### src/rtl/ras_pkg.sv
package ras_pkg;

    // Base RV32I words and register indices
    typedef logic [31:0] rv32i_word;
    typedef logic [4:0]  rv32i_reg;

    // Major opcodes of the base integer ISA
    typedef enum logic [6:0] {
        op_lui   = 7'b0110111,
        op_auipc = 7'b0010111,
        op_jal   = 7'b1101111,
        op_jalr  = 7'b1100111,
        op_br    = 7'b1100011,
        op_load  = 7'b0000011,
        op_store = 7'b0100011,
        op_imm   = 7'b0010011,
        op_reg   = 7'b0110011,
        op_fence = 7'b0001111,
        op_csr   = 7'b1110011
    } rv32i_opcode;

    // Link registers named by the calling convention hints
    localparam rv32i_reg LINK_X1 = 5'd1;
    localparam rv32i_reg LINK_X5 = 5'd5;

    // Byte size of one uncompressed instruction
    localparam int unsigned INST_BYTES = 4;

    // Each hardware thread of the barrel core has its own return stack
    localparam int unsigned N_THREADS = 4;

    typedef logic [$clog2(N_THREADS)-1:0] thread_id_t;

    // Entries per return stack
    localparam int unsigned STACK_DEPTH = 15;

    // Holds 0 when empty up to STACK_DEPTH when full
    typedef logic [$clog2(STACK_DEPTH+1)-1:0] stack_ptr_t;

    // Request from the link decoder to one stack
    typedef struct packed {
        logic      push;
        logic      pop;
        rv32i_word ret_addr;
    } ras_req_t;

    // Prediction returned by a stack
    typedef struct packed {
        logic      hit;
        rv32i_word target;
    } ras_resp_t;

endpackage

### src/rtl/link_decode.sv
`timescale 1ns/1ps

module link_decode
(
    input  logic                         new_inst,
    input  ras_pkg::rv32i_word           pc,
    input  ras_pkg::rv32i_word           inst,
    input  ras_pkg::thread_id_t          thread_id,
    output ras_pkg::ras_req_t            req,
    output logic [ras_pkg::N_THREADS-1:0] req_valid,
    output ras_pkg::rv32i_word           fall_through
);

    import ras_pkg::*;

    rv32i_opcode opcode;
    rv32i_reg    rd;
    rv32i_reg    rs1;
    logic        link_rd;
    logic        link_rs1;
    logic        push;
    logic        pop;
    rv32i_word   seq_pc;

    assign opcode = rv32i_opcode'(inst[6:0]);
    assign rd     = inst[11:7];
    assign rs1    = inst[19:15];

    assign link_rd  = (rd == LINK_X1) || (rd == LINK_X5);
    assign link_rs1 = (rs1 == LINK_X1) || (rs1 == LINK_X5);

    always_comb
    begin
        push = 1'b0;
        pop  = 1'b0;
        if ((opcode == op_jal) && link_rd)
        begin
            push = 1'b1;                // Call
        end
        else if (opcode == op_jalr)
        begin
            if (link_rs1 && !link_rd)
            begin
                pop = 1'b1;             // Return
            end
            else if (link_rd && !link_rs1)
            begin
                push = 1'b1;            // Indirect call
            end
            else if (link_rd && link_rs1)
            begin
                push = 1'b1;
                pop  = (rd != rs1);     // Coroutine swap when the registers differ
            end
        end
    end

    // One adder serves both the return address and the fallback
    assign seq_pc       = pc + rv32i_word'(INST_BYTES);
    assign fall_through = seq_pc;

    assign req.push     = push;
    assign req.pop      = pop;
    assign req.ret_addr = seq_pc;

    always_comb
    begin
        req_valid = '0;
        if (new_inst)
        begin
            req_valid[thread_id] = 1'b1;   // Steer to the fetching thread only
        end
    end

endmodule

### src/rtl/next_pc_select.sv
`timescale 1ns/1ps

module next_pc_select
(
    input  ras_pkg::thread_id_t thread_id,
    input  ras_pkg::ras_resp_t  resp [ras_pkg::N_THREADS],
    input  ras_pkg::rv32i_word  fall_through,
    output ras_pkg::rv32i_word  pc_next
);

    import ras_pkg::*;

    ras_resp_t sel;

    // Only the fetching thread's stack can predict this cycle
    assign sel = resp[thread_id];

    always_comb
    begin
        if (sel.hit)
        begin
            pc_next = sel.target;       // Predicted return target
        end
        else
        begin
            pc_next = fall_through;
        end
    end

endmodule

### src/rtl/ras_predictor_top.sv
`timescale 1ns/1ps

module ras_predictor_top
(
    input  logic                clk,
    input  logic                rst,
    input  logic                new_inst,
    input  ras_pkg::rv32i_word  pc,
    input  ras_pkg::rv32i_word  inst,
    input  ras_pkg::thread_id_t thread_id,
    output ras_pkg::rv32i_word  pc_next
);

    import ras_pkg::*;

    ras_req_t               req;
    logic [N_THREADS-1:0]   req_valid;
    rv32i_word              fall_through;
    ras_resp_t              resp [N_THREADS];

    link_decode u_decode
    (
        .new_inst     (new_inst),
        .pc           (pc),
        .inst         (inst),
        .thread_id    (thread_id),
        .req          (req),
        .req_valid    (req_valid),
        .fall_through (fall_through)
    );

    // One stack per hardware thread and all of them see the same request
    for (genvar i = 0; i < N_THREADS; i++)
    begin : g_stack
        return_stack u_stack
        (
            .clk       (clk),
            .rst       (rst),
            .req_valid (req_valid[i]),
            .req       (req),
            .resp      (resp[i])
        );
    end

    next_pc_select u_select
    (
        .thread_id    (thread_id),
        .resp         (resp),
        .fall_through (fall_through),
        .pc_next      (pc_next)
    );

endmodule

### src/rtl/return_stack.sv
`timescale 1ns/1ps

module return_stack
(
    input  logic              clk,
    input  logic              rst,
    input  logic              req_valid,
    input  ras_pkg::ras_req_t req,
    output ras_pkg::ras_resp_t resp
);

    import ras_pkg::*;

    rv32i_word  entries [STACK_DEPTH];
    stack_ptr_t ptr;                // First free slot
    stack_ptr_t ptr_nxt;
    stack_ptr_t top_idx;
    stack_ptr_t wr_idx;
    logic       wr_en;
    logic       empty;
    logic       full;

    assign empty = (ptr == '0);
    assign full  = (ptr == stack_ptr_t'(STACK_DEPTH));

    // Slot below the pointer that is pinned to slot 0 while empty
    assign top_idx = empty ? '0 : ptr - stack_ptr_t'(1);

    always_comb
    begin
        ptr_nxt = ptr;
        wr_en   = 1'b0;
        wr_idx  = ptr;
        if (req_valid)
        begin
            if (req.push && req.pop)
            begin
                if (!empty)
                begin
                    wr_en  = 1'b1;      // Replace the top entry in place
                    wr_idx = top_idx;
                end
                else
                begin
                    wr_en   = 1'b1;     // Nothing to pop so this is a plain push
                    wr_idx  = ptr;
                    ptr_nxt = ptr + stack_ptr_t'(1);
                end
            end
            else if (req.push)
            begin
                if (!full)
                begin
                    wr_en   = 1'b1;
                    wr_idx  = ptr;
                    ptr_nxt = ptr + stack_ptr_t'(1);
                end
                // A push onto a full stack is dropped
            end
            else if (req.pop)
            begin
                if (!empty)
                begin
                    ptr_nxt = ptr - stack_ptr_t'(1);
                end
            end
        end
    end

    always_ff @(posedge clk)
    begin
        if (rst)
        begin
            ptr <= '0;
        end
        else
        begin
            ptr <= ptr_nxt;
        end
    end

    always_ff @(posedge clk)
    begin
        if (rst)
        begin
            for (int i = 0; i < STACK_DEPTH; i++)
            begin
                entries[i] <= '0;
            end
        end
        else if (wr_en)
        begin
            entries[wr_idx] <= req.ret_addr;
        end
    end

    assign resp.hit    = req_valid && req.pop && !empty;
    assign resp.target = entries[top_idx];

endmodule

### config.mk
export PLATFORM = sky130hd
export DESIGN_NAME = ras_predictor_top
export DESIGN_NICKNAME = d
export VERILOG_FILES = /design/src/rtl/ras_pkg.sv /design/src/rtl/link_decode.sv /design/src/rtl/next_pc_select.sv /design/src/rtl/ras_predictor_top.sv /design/src/rtl/return_stack.sv
export SDC_FILE = /design/constraint.sdc
export NUM_CORES = 2
export LEC_CHECK = 0
export BUFFER_PORTS_ARGS = -buffer_cell sky130_fd_sc_hd__buf_4
export CAP_MARGIN = 20
export CORE_MARGIN = 3
export CORE_UTILIZATION = 30
export DETAILED_ROUTE_END_ITERATION = 16
export PLACE_DENSITY = 0.49
export SLEW_MARGIN = 20
export SYNTH_ARGS = -nofsm -noshare
export SYNTH_HDL_FRONTEND = slang
export SYNTH_SLANG_ARGS = --single-unit
export TNS_END_PERCENT = 20
### constraint.sdc
create_clock -name clk -period 10.24 [get_ports clk]
set_clock_uncertainty 0.2 [all_clocks]
set_input_delay 3.072 -clock clk [delete_from_list [all_inputs] [get_ports clk]]
set_output_delay 3.072 -clock clk [all_outputs]
set_load 0.1 [all_outputs]
==> results.toml <==
[sta]
hold_ws_ns = 0.4864
max-slew-margin-rel_pct = 18.86
hold_viol = 0
tightest_slew_ns = 1.217
slew_violations = 0
max_freq_mhz = 98.09
tns_ns = 0
min_period_over_period_pct = 99.56
finalSetupViolCount = 0
period_needed_ns = 10.19

[final_layout]
num-fill-cells = 30820
layout.nets = 7593
layout_common_cells = "2048 x edfxtp_1, 1424 x nor3_1, 637 x nor2_1"
design_area_um2 = 110200
final_common_cell = "edfxtp_1"
drive_gt1_share_pct = 16.72
syn2layout_area_growth_pct = 15.31

[run_status]
outcome = "finished, final reports clean"

[routing]
drt_wl_total_mm = 373.8
drt_iter0_markers = 8769
firstDrtPassIters = 6
num_vias = 68760
vias_per_cell = 5.798
drc = 0
post_drt_wl_per_cell_um = 31.52
ant_nets = 0

[synth]
ys_seq_area_share_pct = 64.68
ys_warn_count = 0
syn_nets = 7736
ys_types = 77
syn-cell-area_um2 = 95570
synth_flop_cell = "edfxtp_1"
synth-seq-cells = 2064
syn_area_per_cell_um2 = 12.49
synth-edff-count = 2048
syn_inst = 7654
synth-async-reset-ratio_pct = 0

[global_route]
grt_max_degree = 133
grt_overflow_total = 0
grt_pass1_wl_mm = 522.8
antenna_found_initial = 25
track_usage_pct = 22.36
grt_pass1_vias = 65910

[critical_path]
path_max_fanout = 75
cp.required_ns = 6.97
cp-start-kind = "flop"
worst_path_largest_cell_delay_ns = 0.77
crit_path_end_kind = "primary output"
cp.arrival_ns = 6.92
cp_cell_sequence = "inv_1 -> ha_1 -> buf_4 -> nor3b_2 -> clkinv_1 -> ha_4 -> buf_12 -> mux4_2 -> o22ai_1 -> nor4_2 -> a211oi_1 -> a31oi_1 -> buf_4 -> buf_4"
slowest_stage = "nor3b_2"
path_common_cell = "buf_4"
critical_path_class = "flop to primary output"

[clock_tree]
cts_buffers = 231
cts.clk_slew.worst_paths_ns = 0.06
h-tree-depth = 4
cts_root_buf = "clkbuf_16"
postCtsSetupBuffers = 0
cts.path.max_buffers = 4
cts_sinks = 2064
cts_tree = "done"
hold_buffers = 0
clk_latency_ns = 0.92

[place]
place_congestion = 0.8971
dpl_cell_area_um2 = 103100
buffer_ports.inserted = 85
hpwl_mm = 230.1

[floorplan]
ios = 101
initial_core_util_pct = 30.25
die_w_um = 570.4
rows = 206
die_h_um = 570.4
core_area_um2 = 316000
die-area_um2 = 325400

[power_and_ir_drop]
vdd_drop_max_v = 0.0001361
pwr_density_cell_nw_per_um2 = 168.1
p_leak_nw = 34.45
p_total_mw = 18.53

[worst_hold_path]
worstHoldPathType = "flop to flop"

[job]
max-cap-violations = 0
Yosys cell counts (54+ instances only):
cell type,count,area share (%)
inv_1,54,0.21
a211oi_1,61,0.48
nand3_1,140,0.73
edfxtp_1,2048,64
nor4_1,99,0.65
buf_1,83,0.33
clkbuf_1,628,2.5
mux4_2,197,4.6
o21ai_0,210,1.1
buf_2,129,0.68
nor3_1,1434,7.5
o22ai_1,62,0.41
a31oi_1,92,0.60
mux2_2,66,0.78
nand2_1,430,1.7
mux2i_1,405,4.2
and3_1,62,0.41
a21oi_1,257,1.3
nor2_1,647,2.5
power by group:
group | internal [mW] | switching, mW
Sequential | 9.52 | 0.0689
Combinational | 0.212 | 0.763
Clock | 4.49 | 3.47
Total | 14.2 | 4.30
state kept, by name (all words and copies together) (netlist names):
register                 count
g_stack.u_stack.ptr         16
g_stack.u_stack.entries   2048
worst max-delay path, delay by kind of cell (launching register included):
family                   cells  cell delay [ns]
buffers and inverters        6             1.93
flip-flops                   1             0.43
AO/OA/AOI/OAI                3             0.83
adder cells (fa/ha/maj)      2             0.66
multiplexers                 1             0.47
AND/OR/NAND/NOR              2             1.54
metal layers:
metal / GRT usage (%) / wire length (um) / vias to the layer above
met5: 0 / 27 / -
met4: 12.54 / 23510 / 4
met3: 3.693 / 32160 / 713
met1: 30.03 / 149400 / 35540
li1: - / - / 28910
met2: 34.35 / 168800 / 3589
per-stage QoR:
| stage | cells | utilization, % | setup WS, ns |
|---|---|---|---|
| CTS | 11850 | 34.86 | 0.08842 |
| detailed placement | 11440 | 32.64 | 0.3602 |
| global placement | 11440 | 32.62 | 0.3546 |
| finish | 11860 | 34.87 | 0.04511 |
| floorplan | 7654 | - | 0.4552 |
| global route | 11850 | 34.87 | -0.01507 |
kinds of logic after synthesis:
group,share of synthesized area [%]
fa+ha+maj,0.1702
simple gates,15.34
xor+xnor,0.3941
compound gates,5.927
flops,64.68
mux,9.661
buf+inv,3.829
worst paths after layout:
path | start | to | slack (ns) | cells past startpoint
max | g_stack[3].u_stack.ptr[1] | pc_next[0] | 0.05 | 14
min | g_stack[3].u_stack.ptr[0] | g_stack[3].u_stack.ptr[0] | 0.49 | 2
max reg2reg | g_stack[3].u_stack.ptr[1] | g_stack[3].u_stack.entries[4][23] | 4.00 | 11
min reg2reg | g_stack[3].u_stack.ptr[0] | g_stack[3].u_stack.ptr[0] | 0.49 | 2
timing repair:
action	4_1_cts	5_1_grt
gates resized for setup	0	1
endpoints found under the setup margin	0	1
hold endpoints to repair	0	0
cell type report:
type	instances	area, um2	area share, %
flip-flops and latches	2064	61820	56.10
multi-input cells	4680	31830	28.88
clock buffers	291	6107	5.542
well taps	4160	5205	4.723
repair buffers	475	4061	3.685
clock inverters	118	924.6	0.8390
inverters	59	226.5	0.2055
diodes	12	30.03	0.02725
(Power assumes the default switching activity.)
